`config.mk`:
```
export PLATFORM = sky130hd
export DESIGN_NAME = csr_file
export DESIGN_NICKNAME = d
export VERILOG_FILES = /design/src/rtl/csr_pkg.sv /design/src/rtl/csr_access_if.sv /design/src/rtl/csr_trap_regs.sv /design/src/rtl/csr_counters.sv /design/src/rtl/csr_read_mux.sv /design/src/rtl/csr_file.sv
export VERILOG_INCLUDE_DIRS = /design/src /design/src/include
export SDC_FILE = /design/constraint.sdc
export NUM_CORES = 1
export LEC_CHECK = 0
export BUFFER_PORTS_ARGS = -buffer_cell sky130_fd_sc_hd__buf_4
export CORE_ASPECT_RATIO = 1.75
export CORE_MARGIN = 5
export CORE_UTILIZATION = 40
export CTS_BUF_LIST = sky130_fd_sc_hd__clkbuf_16
export CTS_CLUSTER_SIZE = 16
export DETAILED_ROUTE_END_ITERATION = 12
export HOLD_SLACK_MARGIN = 0.06
export PLACE_DENSITY = 0.59
export SYNTH_ARGS = -nofsm -noshare
export SYNTH_HDL_FRONTEND = slang
export SYNTH_HIERARCHICAL = 1
export SYNTH_SLANG_ARGS = --single-unit
```
`constraint.sdc`:
```
create_clock -name g_clk -period 9.24 [get_ports g_clk]
set_input_delay 2.31 -clock g_clk [delete_from_list [all_inputs] [get_ports g_clk]]
set_output_delay 2.31 -clock g_clk [all_outputs]
set_load 0.02 [all_outputs]
```
`src/include/csr_settings.svh`:
```
// Constants of the machine-mode CSR file: CSR addresses, the synchronous
// trap cause codes, the mtvec reset value and the ID values.
// Included by every RTL module that decodes addresses or holds constants.
`ifndef CSR_SETTINGS_SVH
`define CSR_SETTINGS_SVH

// ---------------------------------------------------------------------
// CSR addresses
`define CSR_ADDR_MSTATUS    12'h300
`define CSR_ADDR_MISA       12'h301
`define CSR_ADDR_MEDELEG    12'h302
`define CSR_ADDR_MIDELEG    12'h303
`define CSR_ADDR_MIE        12'h304
`define CSR_ADDR_MTVEC      12'h305
`define CSR_ADDR_MCOUNTIN   12'h320
`define CSR_ADDR_MSCRATCH   12'h340
`define CSR_ADDR_MEPC       12'h341
`define CSR_ADDR_MCAUSE     12'h342
`define CSR_ADDR_MTVAL      12'h343
`define CSR_ADDR_MIP        12'h344
`define CSR_ADDR_MCYCLE     12'hB00
`define CSR_ADDR_MINSTRET   12'hB02
`define CSR_ADDR_MCYCLEH    12'hB80
`define CSR_ADDR_MINSTRETH  12'hB82
`define CSR_ADDR_CYCLE      12'hC00
`define CSR_ADDR_INSTRET    12'hC02
`define CSR_ADDR_CYCLEH     12'hC80
`define CSR_ADDR_INSTRETH   12'hC82
`define CSR_ADDR_MVENDORID  12'hF11
`define CSR_ADDR_MARCHID    12'hF12
`define CSR_ADDR_MIMPID     12'hF13
`define CSR_ADDR_MHARTID    12'hF14

// ---------------------------------------------------------------------
// Synchronous trap causes
`define TRAP_IALIGN         6'd0
`define TRAP_IACCESS        6'd1
`define TRAP_IOPCODE        6'd2
`define TRAP_BREAKPT        6'd3
`define TRAP_LDALIGN        6'd4
`define TRAP_LDACCESS       6'd5
`define TRAP_STALIGN        6'd6
`define TRAP_STACCESS       6'd7
`define TRAP_ECALLM         6'd11

// ---------------------------------------------------------------------
// Reset and ID values
`define CSR_MTVEC_RESET     32'hC000_0000
`define CSR_MISA_VALUE      32'h4080_1106   // MXL=1, extensions X M I C B
`define CSR_MVENDORID       32'h0000_0000
`define CSR_MARCHID         32'h0000_0000
`define CSR_MIMPID          32'h0000_0000
`define CSR_MHARTID         32'h0000_0000

`endif

```
`src/rtl/csr_pkg.sv`:
```
// Vector types shared by the CSR file RTL.
// Imported by wildcard into the modules that carry these widths.
`default_nettype none

package csr_pkg;

    // Register and data word
    typedef logic [31:0] xlen_t;

    // CSR address field of the SYSTEM opcode
    typedef logic [11:0] csr_addr_t;

    // Full width of cycle and instret
    typedef logic [63:0] counter_t;

    // Exception or interrupt code, without the interrupt flag
    typedef logic [5:0]  trap_cause_t;

endpackage

`default_nettype wire

```
`src/rtl/csr_access_if.sv`:
```
// One CSR access as issued by the core: enable, write kind, address and
// write data. Driven by the CSR file top, sampled by the register modules.
`default_nettype none

interface csr_access_if;

    logic              en;      // Access present this cycle
    logic              wr;      // Access writes
    logic              wr_set;  // OR wdata into register
    logic              wr_clr;  // Clear bits set in wdata
    csr_pkg::csr_addr_t addr;
    csr_pkg::xlen_t     wdata;

    modport source (output en, wr, wr_set, wr_clr, addr, wdata);
    modport sink   (input  en, wr, wr_set, wr_clr, addr, wdata);

endinterface

`default_nettype wire

```
`src/rtl/csr_trap_regs.sv`:
```
// Machine trap registers: mstatus, mie, mtvec, mscratch, mepc, mcause, mtval.
// Every CSR write applies the write, set or clear rule to the current value.
// Trap entry and mret win over a CSR write in the same cycle.
`default_nettype none
`include "csr_settings.svh"

module csr_trap_regs
    import csr_pkg::*;
(
    input  logic          g_clk,
    input  logic          g_resetn,
    csr_access_if.sink    acc,
    input  logic          exec_mret,
    input  logic          trap_cpu,
    input  logic          trap_int,
    input  trap_cause_t   trap_cause,
    input  xlen_t         trap_mtval,
    input  xlen_t         trap_pc,
    output xlen_t         mstatus_word,
    output xlen_t         mie_word,
    output xlen_t         mtvec_word,
    output xlen_t         mscratch_word,
    output xlen_t         mepc_word,
    output xlen_t         mcause_word,
    output xlen_t         mtval_word,
    output logic          mtvec_bad_write,
    output logic          mstatus_mie,
    output logic          mie_meie,
    output logic          mie_mtie,
    output logic          mie_msie,
    output logic          vector_intrs
);

    function automatic xlen_t apply_write(input xlen_t cur, input xlen_t wd,
                                          input logic set, input logic clr);
        if (set)
            return cur | wd;
        else if (clr)
            return cur & ~wd;
        return wd;
    endfunction

    logic  mstatus_mpie;
    logic  take_trap;
    logic  wr_go;
    logic  mcause_legal;
    xlen_t n_mstatus, n_mie, n_mtvec, n_mscratch, n_mepc, n_mcause, n_mtval;

    assign take_trap = trap_cpu || trap_int;
    assign wr_go     = acc.en && acc.wr;

    assign n_mstatus  = apply_write(mstatus_word,  acc.wdata, acc.wr_set, acc.wr_clr);
    assign n_mie      = apply_write(mie_word,      acc.wdata, acc.wr_set, acc.wr_clr);
    assign n_mtvec    = apply_write(mtvec_word,    acc.wdata, acc.wr_set, acc.wr_clr);
    assign n_mscratch = apply_write(mscratch_word, acc.wdata, acc.wr_set, acc.wr_clr);
    assign n_mepc     = apply_write(mepc_word,     acc.wdata, acc.wr_set, acc.wr_clr);
    assign n_mcause   = apply_write(mcause_word,   acc.wdata, acc.wr_set, acc.wr_clr);
    assign n_mtval    = apply_write(mtval_word,    acc.wdata, acc.wr_set, acc.wr_clr);

    assign mstatus_word = {24'b0, mstatus_mpie, 3'b0, mstatus_mie, 3'b0};
    assign mie_word     = {20'b0, mie_meie, 3'b0, mie_mtie, 3'b0, mie_msie, 3'b0};
    assign vector_intrs = mtvec_word[0];

    // Mode 2 and 3 reserved; vectored base must be 64 byte aligned
    assign mtvec_bad_write = wr_go && (acc.addr == `CSR_ADDR_MTVEC) &&
                             (n_mtvec[1] || (n_mtvec[0] && |n_mtvec[5:2]));

    assign mcause_legal = (n_mcause[31:6] == 26'b0) &&
                          (n_mcause[5:0] inside {`TRAP_IALIGN, `TRAP_IACCESS,
                                                 `TRAP_IOPCODE, `TRAP_BREAKPT,
                                                 `TRAP_LDALIGN, `TRAP_LDACCESS,
                                                 `TRAP_STALIGN, `TRAP_STACCESS,
                                                 `TRAP_ECALLM});

    // ---------------------------------------------------------------------
    // mstatus and mie

    always_ff @(posedge g_clk) begin
        if (!g_resetn) begin
            mstatus_mie  <= 1'b0;
            mstatus_mpie <= 1'b0;
        end else if (take_trap) begin
            mstatus_mpie <= mstatus_mie;    // Stack the enable
            mstatus_mie  <= 1'b0;
        end else if (exec_mret) begin
            mstatus_mie  <= mstatus_mpie;
            mstatus_mpie <= 1'b0;
        end else if (wr_go && acc.addr == `CSR_ADDR_MSTATUS) begin
            mstatus_mie  <= n_mstatus[3];
            mstatus_mpie <= n_mstatus[7];
        end
    end

    always_ff @(posedge g_clk) begin
        if (!g_resetn) begin
            mie_meie <= 1'b0;
            mie_mtie <= 1'b0;
            mie_msie <= 1'b0;
        end else if (wr_go && acc.addr == `CSR_ADDR_MIE) begin
            mie_meie <= n_mie[11];
            mie_mtie <= n_mie[7];
            mie_msie <= n_mie[3];
        end
    end

    // ---------------------------------------------------------------------
    // mtvec and mscratch

    always_ff @(posedge g_clk) begin
        if (!g_resetn)
            mtvec_word <= `CSR_MTVEC_RESET;
        else if (wr_go && acc.addr == `CSR_ADDR_MTVEC && !mtvec_bad_write)
            mtvec_word <= n_mtvec;
    end

    always_ff @(posedge g_clk) begin
        if (!g_resetn)
            mscratch_word <= '0;
        else if (wr_go && acc.addr == `CSR_ADDR_MSCRATCH)
            mscratch_word <= n_mscratch;
    end

    // ---------------------------------------------------------------------
    // mepc, mcause and mtval

    always_ff @(posedge g_clk) begin
        if (!g_resetn)
            mepc_word <= '0;
        else if (take_trap)
            mepc_word <= {trap_pc[31:1], 1'b0};
        else if (wr_go && acc.addr == `CSR_ADDR_MEPC)
            mepc_word <= {n_mepc[31:1], 1'b0};  // IALIGN is 16 bit
    end

    always_ff @(posedge g_clk) begin
        if (!g_resetn)
            mcause_word <= '0;
        else if (take_trap)
            mcause_word <= {trap_int, 25'b0, trap_cause};
        else if (wr_go && acc.addr == `CSR_ADDR_MCAUSE && mcause_legal)
            mcause_word <= n_mcause;
    end

    always_ff @(posedge g_clk) begin
        if (!g_resetn)
            mtval_word <= '0;
        else if (trap_cpu)
            mtval_word <= trap_mtval;       // Interrupts leave it alone
        else if (wr_go && acc.addr == `CSR_ADDR_MTVAL)
            mtval_word <= n_mtval;
    end

endmodule

`default_nettype wire

```
`src/rtl/csr_counters.sv`:
```
// Cycle and instret counters, 64 bits each, with the mcountinhibit CSR.
// The counters are read through csr_read_mux and are not writable.
`default_nettype none
`include "csr_settings.svh"

module csr_counters
    import csr_pkg::*;
(
    input  logic          g_clk,
    input  logic          g_resetn,
    csr_access_if.sink    acc,
    input  logic          instr_retired,
    output counter_t      cycle_count,
    output counter_t      instret_count,
    output xlen_t         mcountin_word
);

    logic inhibit_cy;
    logic inhibit_ir;
    logic wen_mcountin;

    assign wen_mcountin = acc.en && acc.wr && (acc.addr == `CSR_ADDR_MCOUNTIN);

    // Bit 1 (TM) has no counter behind it and reads zero
    assign mcountin_word = {29'b0, inhibit_ir, 1'b0, inhibit_cy};

    always_ff @(posedge g_clk) begin
        if (!g_resetn) begin
            inhibit_cy <= 1'b0;
            inhibit_ir <= 1'b0;
        end else if (wen_mcountin) begin
            inhibit_cy <= acc.wdata[0];     // Plain store, no set or clear
            inhibit_ir <= acc.wdata[2];
        end
    end

    always_ff @(posedge g_clk) begin
        if (!g_resetn)
            cycle_count <= '0;
        else if (!inhibit_cy)
            cycle_count <= cycle_count + 64'd1;
    end

    always_ff @(posedge g_clk) begin
        if (!g_resetn)
            instret_count <= '0;
        else if (instr_retired && !inhibit_ir)
            instret_count <= instret_count + 64'd1;
    end

endmodule

`default_nettype wire

```
`src/rtl/csr_read_mux.sv`:
```
// CSR address decode and read data selection, plus the read-only
// constants and mip. Purely combinational; also produces csr_error.
`default_nettype none
`include "csr_settings.svh"

module csr_read_mux
    import csr_pkg::*;
(
    csr_access_if.sink    acc,
    input  xlen_t         mstatus_word,
    input  xlen_t         mie_word,
    input  xlen_t         mtvec_word,
    input  xlen_t         mscratch_word,
    input  xlen_t         mepc_word,
    input  xlen_t         mcause_word,
    input  xlen_t         mtval_word,
    input  logic          mtvec_bad_write,
    input  logic          mip_meip,
    input  logic          mip_mtip,
    input  logic          mip_msip,
    input  counter_t      cycle_count,
    input  counter_t      instret_count,
    input  xlen_t         mcountin_word,
    output xlen_t         csr_rdata,
    output logic          csr_error
);

    localparam int NUM_CSR = 24;

    // Address of each entry, same order as csr_view below
    localparam csr_addr_t CSR_MAP [NUM_CSR] = '{
        `CSR_ADDR_MSTATUS,  `CSR_ADDR_MISA,      `CSR_ADDR_MEDELEG,  `CSR_ADDR_MIDELEG,
        `CSR_ADDR_MIE,      `CSR_ADDR_MTVEC,     `CSR_ADDR_MCOUNTIN, `CSR_ADDR_MSCRATCH,
        `CSR_ADDR_MEPC,     `CSR_ADDR_MCAUSE,    `CSR_ADDR_MTVAL,    `CSR_ADDR_MIP,
        `CSR_ADDR_MCYCLE,   `CSR_ADDR_MINSTRET,  `CSR_ADDR_MCYCLEH,  `CSR_ADDR_MINSTRETH,
        `CSR_ADDR_CYCLE,    `CSR_ADDR_INSTRET,   `CSR_ADDR_CYCLEH,   `CSR_ADDR_INSTRETH,
        `CSR_ADDR_MVENDORID, `CSR_ADDR_MARCHID,  `CSR_ADDR_MIMPID,   `CSR_ADDR_MHARTID
    };

    xlen_t           mip_word;
    xlen_t           csr_view [NUM_CSR];
    logic [NUM_CSR-1:0] rd_sel;

    assign mip_word = {20'b0, mip_meip, 3'b0, mip_mtip, 3'b0, mip_msip, 3'b0};

    assign csr_view = '{
        mstatus_word,           `CSR_MISA_VALUE,        32'b0,                  32'b0,
        mie_word,               mtvec_word,             mcountin_word,          mscratch_word,
        mepc_word,              mcause_word,            mtval_word,             mip_word,
        cycle_count[31:0],      instret_count[31:0],    cycle_count[63:32],     instret_count[63:32],
        cycle_count[31:0],      instret_count[31:0],    cycle_count[63:32],     instret_count[63:32],
        `CSR_MVENDORID,         `CSR_MARCHID,           `CSR_MIMPID,            `CSR_MHARTID
    };

    // ---------------------------------------------------------------------
    // One-hot decode and AND-OR select

    always_comb begin
        for (int i = 0; i < NUM_CSR; i++)
            rd_sel[i] = acc.en && (acc.addr == CSR_MAP[i]);
    end

    always_comb begin
        csr_rdata = '0;                     // Unknown address reads zero
        for (int i = 0; i < NUM_CSR; i++)
            csr_rdata = csr_rdata | ({32{rd_sel[i]}} & csr_view[i]);
    end

    assign csr_error = acc.en && ((acc.wr && !(|rd_sel)) || mtvec_bad_write);

endmodule

`default_nettype wire

```
`src/rtl/csr_file.sv`:
```
// Top of the machine-mode CSR file. The core's CSR access port enters as
// plain signals and is carried to the register modules on csr_access_if.
// Reads return in the same cycle; writes and traps land on the next edge.
`default_nettype none

module csr_file
    import csr_pkg::*;
(
    input  logic          g_clk,
    input  logic          g_resetn,
    input  logic          csr_en,
    input  logic          csr_wr,
    input  logic          csr_wr_set,
    input  logic          csr_wr_clr,
    input  csr_addr_t     csr_addr,
    input  xlen_t         csr_wdata,
    output xlen_t         csr_rdata,
    output logic          csr_error,
    output xlen_t         csr_mepc,
    output xlen_t         csr_mtvec,
    output logic          vector_intrs,
    input  logic          exec_mret,
    output logic          mstatus_mie,
    output logic          mie_meie,
    output logic          mie_mtie,
    output logic          mie_msie,
    input  logic          mip_meip,
    input  logic          mip_mtip,
    input  logic          mip_msip,
    input  logic          instr_retired,
    input  logic          trap_cpu,
    input  logic          trap_int,
    input  trap_cause_t   trap_cause,
    input  xlen_t         trap_mtval,
    input  xlen_t         trap_pc
);

    csr_access_if acc ();

    xlen_t    mstatus_word, mie_word, mtvec_word, mscratch_word;
    xlen_t    mepc_word, mcause_word, mtval_word, mcountin_word;
    logic     mtvec_bad_write;
    counter_t cycle_count, instret_count;

    assign acc.en     = csr_en;
    assign acc.wr     = csr_wr;
    assign acc.wr_set = csr_wr_set;
    assign acc.wr_clr = csr_wr_clr;
    assign acc.addr   = csr_addr;
    assign acc.wdata  = csr_wdata;

    assign csr_mepc  = mepc_word;
    assign csr_mtvec = {mtvec_word[31:2], 2'b00};  // Base only, mode stripped

    csr_trap_regs u_trap_regs (
        .g_clk, .g_resetn, .acc(acc.sink),
        .exec_mret, .trap_cpu, .trap_int, .trap_cause, .trap_mtval, .trap_pc,
        .mstatus_word, .mie_word, .mtvec_word, .mscratch_word,
        .mepc_word, .mcause_word, .mtval_word, .mtvec_bad_write,
        .mstatus_mie, .mie_meie, .mie_mtie, .mie_msie, .vector_intrs
    );

    csr_counters u_counters (
        .g_clk, .g_resetn, .acc(acc.sink), .instr_retired,
        .cycle_count, .instret_count, .mcountin_word
    );

    csr_read_mux u_read_mux (
        .acc(acc.sink),
        .mstatus_word, .mie_word, .mtvec_word, .mscratch_word,
        .mepc_word, .mcause_word, .mtval_word, .mtvec_bad_write,
        .mip_meip, .mip_mtip, .mip_msip,
        .cycle_count, .instret_count, .mcountin_word,
        .csr_rdata, .csr_error
    );

endmodule

`default_nettype wire

```
==> metrics.md <==
| Metric | Value |
|---|---|
| Run status | completed |
| Fraction of final layout cells with drive strength greater than 1 | 16.2% |
| Area post-placement | 19600 um^2 |
| Share of the synthesized netlist area taken by xor and xnor gates | 4.74% |
| Fraction of registers with async set or reset after synthesis | 0% |
| Share of the synthesized area in compound gates (AO/OA/AOI/OAI) | 25.4% |
| Peak supply drop | 0.116 mV |
| Post-Synthesis Mean Instance Area | 7.79 um^2 |
| Sequential-to-total area share from yosys stat | 32.5% |
| Die outline width | 171 um |
| Bufs and invs on worst path | 3 |
| Sequential cell area | 5890 um^2 |
| Detailed Route Iter0 Violations | 2023 |
| Cells along the critical path | buf_4 -> or4b_1 -> a2111oi_4 -> buf_4 -> a22oi_1 -> o311ai_1 -> buf_4 |
| Static leakage power | 7.33 nW |
| Placement Rows | 103 |
| Number of gates resized after cts | 0 |
| Vias per inst | 6.28 |
| Post-CTS Setup Bufs | 0 |
| CTS root buffer | sky130_fd_sc_hd__clkbuf_16 |
| RSZ-0062 raised after global routing | no |
| Minimum clock period after layout | 7.67 ns |
| Post-route DRC violation count | 0 |
| Input/output buffers | 224 |
| Clock Skew | 0.0154 ns |
| Maximum clock frequency | 130 MHz |
| Fin Setup TNS | 0 ns |
| Number of H-tree levels | 1 |
| Element type at the critical path end | output port |
| Sort of element at the start of the critical path | input port |
| Fill cell count | 4557 |
| Areal power density over the cells | 144 nW/um^2 |
| Gate Count Post-Synth | 2325 |
| Post-synthesis register bit count | 294 |
| Crit-path most repeated cell | sky130_fd_sc_hd__buf_4 |
| Data required time at the worst endpoint | 6.93 ns |
| Max_cap viols | 0 |
| Leading cell types in the layout, fill and taps excluded | sky130_fd_sc_hd__dfxtp_1, sky130_fd_sc_hd__nor2_1, sky130_fd_sc_hd__buf_4 |
| Number of global-route vias before repair | 18107 |
| Dpl hpwl | 61100 um |
| Pre-antenna DRT Iters | 9 |
| Hold violation count in the final report | 0 |
| Category of cells accounting for the largest share of critical-path delay | compound AO/OA/AOI/OAI gates |
| Worst-Skew Late Latency | 0.60 ns |
| Die Footprint | 49800 um^2 |
| First-pass GRT wire length | 118000 um |
| Number of pins exceeding their max-slew limit in the final report | 0 |
| Part of the cycle the worst path needs | 83.0% |
| Overflow left after global routing | 0 |
| Largest family of logic cells by synthesized area | compound AO/OA/AOI/OAI gates |
| Count of nets left with antenna violations after detail routing | 0 |
| Clk slew on worst S/H paths | 0.07 ns |
| Via count | 18976 |
| Largest net degree at the start of global routing | 78 |
| Wirelength, routed | 81200 um |
| Hold Path Class | reg -> reg |
| Worst slew pin tran | 1.28 ns |
| Critical path's largest stage delay | 1.09 ns |
| Count of distinct cell types in the synthesized netlist | 90 |
| Synthesized area | 18100 um^2 |
| Setup-violating endpoint count in the final report | 0 |
| Die Height | 292 um |
| Final instance area | 20600 um^2 |
| Final Net Count | 2552 |
| Worst setup path category | in -> out |
| Core Area | 45000 um^2 |
| Post-synthesis adder-cell area fraction | 0.138% |
| Initial Util | 40.3% |
| Longest Clk Path Bufs | 3 |
| Maximum fanout along the worst path | 38 |
| Wire per inst | 26.9 um |
| Worst path arrival time | 5.36 ns |
| Area used by multi-input combinational logic | 10900 um^2 |
| GRT Util Overall | 31.0% |
| Clock tree from TritonCTS | done |
| Share of cell area taken by muxes after synthesis | 2.73% |
| Area Overhead vs Synth | 14.0% |
| Num CTS Buffers | 29 |
| Worst relative slew slack | 14.3% |
| Slowest-stage cell, CP | sky130_fd_sc_hd__a2111oi_4 |
| Clock sink count | 294 |
| Placer Congestion | 1.01 |
| Yosys Warn Count | 6 |
| Number of primary I/O pins | 229 |
| Most common cell after layout, fill and taps aside | sky130_fd_sc_hd__dfxtp_1 |
| Most used flip-flop cell after synthesis | sky130_fd_sc_hd__dfxtp_1 |
| Initial antenna violation count | 1 |
| Area fraction in and, or, nand and nor cells after synthesis | 24.9% |
| Count of hold-fix buffers inserted at cts | 0 |
| EDFF count, synth | 0 |
## final timing paths
| check | startpoint | to | slack, ns | depth (start not counted) |
|---|---|---|---|---|
| setup / recovery | csr_addr[1] | csr_rdata[19] | 1.57 | 7 |
| hold / removal | u_trap_regs/mtvec_word[1] | u_trap_regs/mtvec_word[1] | 0.48 | 2 |
| setup reg to reg | u_trap_regs/mcause_word[1] | u_trap_regs/mcause_word[8] | 6.18 | 6 |
| hold reg to reg | u_trap_regs/mtvec_word[1] | u_trap_regs/mtvec_word[1] | 0.48 | 2 |
## worst min-delay path, stage by stage (launching register included)
cell and delay [ns]:
sky130_fd_sc_hd__dfxtp_1 0.34, sky130_fd_sc_hd__nand2_1 0.07, sky130_fd_sc_hd__nor2_1 0.03
## synth_stat cells, types with 19 or more instances
master | n | area share (%)
sky130_fd_sc_hd__nand2b_1 | 19 | 0.66
sky130_fd_sc_hd__nor2_1 | 268 | 5.6
sky130_fd_sc_hd__buf_2 | 30 | 0.83
sky130_fd_sc_hd__nand2_1 | 102 | 2.1
sky130_fd_sc_hd__inv_1 | 47 | 0.97
sky130_fd_sc_hd__a21oi_1 | 246 | 6.8
sky130_fd_sc_hd__a222oi_1 | 32 | 1.8
sky130_fd_sc_hd__a22oi_1 | 58 | 2.4
sky130_fd_sc_hd__clkbuf_1 | 131 | 2.7
sky130_fd_sc_hd__nand3_1 | 76 | 2.1
sky130_fd_sc_hd__and2_4 | 20 | 0.97
sky130_fd_sc_hd__xor2_1 | 63 | 3.0
sky130_fd_sc_hd__a31oi_1 | 21 | 0.73
sky130_fd_sc_hd__buf_4 | 104 | 4.3
sky130_fd_sc_hd__nor4_1 | 21 | 0.73
sky130_fd_sc_hd__dfxtp_1 | 294 | 32
sky130_fd_sc_hd__o21ai_0 | 171 | 4.7
sky130_fd_sc_hd__xnor2_1 | 35 | 1.7
sky130_fd_sc_hd__mux2i_1 | 31 | 1.7
sky130_fd_sc_hd__a211oi_1 | 72 | 3.0
sky130_fd_sc_hd__or3_1 | 54 | 1.9
sky130_fd_sc_hd__nor3_1 | 66 | 1.8
sky130_fd_sc_hd__nand4_1 | 66 | 2.3
sky130_fd_sc_hd__o22ai_1 | 25 | 0.86
## cell type report
class | instances | area share, %
multi-input cells | 1790 | 52.7
flip-flops and latches | 294 | 28.5
well taps | 577 | 3.50
clock inverters | 24 | 1.42
repair buffers | 259 | 9.42
inverters | 49 | 0.897
diodes | 1 | 0.0121
clock buffers | 29 | 3.51
## layer usage
metal	vias to the layer above	share of wire [%]	GRT usage, %
met5	-	0	0
met4	0	8.3	20.7
met3	284	7.1	4.05
met2	1007	49	53.4
met1	9082	36	35.2
li1	8603	-	-
## cells by family after synthesis
logic type | Yosys count
AOI/OAI and AO/OA | 730
xor gates and xnor gates | 98
adders and majority gates | 2
buffers and inverters | 330
DFF | 294
muxes | 46
other | 3
and+or+nand+nor | 822
## report_power, final
| group | total [mW] | switching (mW) | internal (mW) |
|---|---|---|---|
| logic | 0.326 | 0.212 | 0.114 |
| registers | 1.32 | 0.0281 | 1.29 |
| clock network | 1.33 | 0.561 | 0.765 |
## metrics by stage
stage	hold WS (ns)	setup slack [ns]	total power [mW]	cells	util [%]
after floorplan	0.423	2.87	1.55	2414	-
after global placement	0.457	1.73	1.66	2969	43.6
after detailed placement	0.469	1.72	1.66	2969	43.6
after CTS	0.479	1.71	2.97	3022	45.9
after global routing	0.504	1.55	3.05	3023	45.9
final	0.480	1.57	2.97	3023	45.9
No activity file was read; power rests on OpenSTA's default activity.
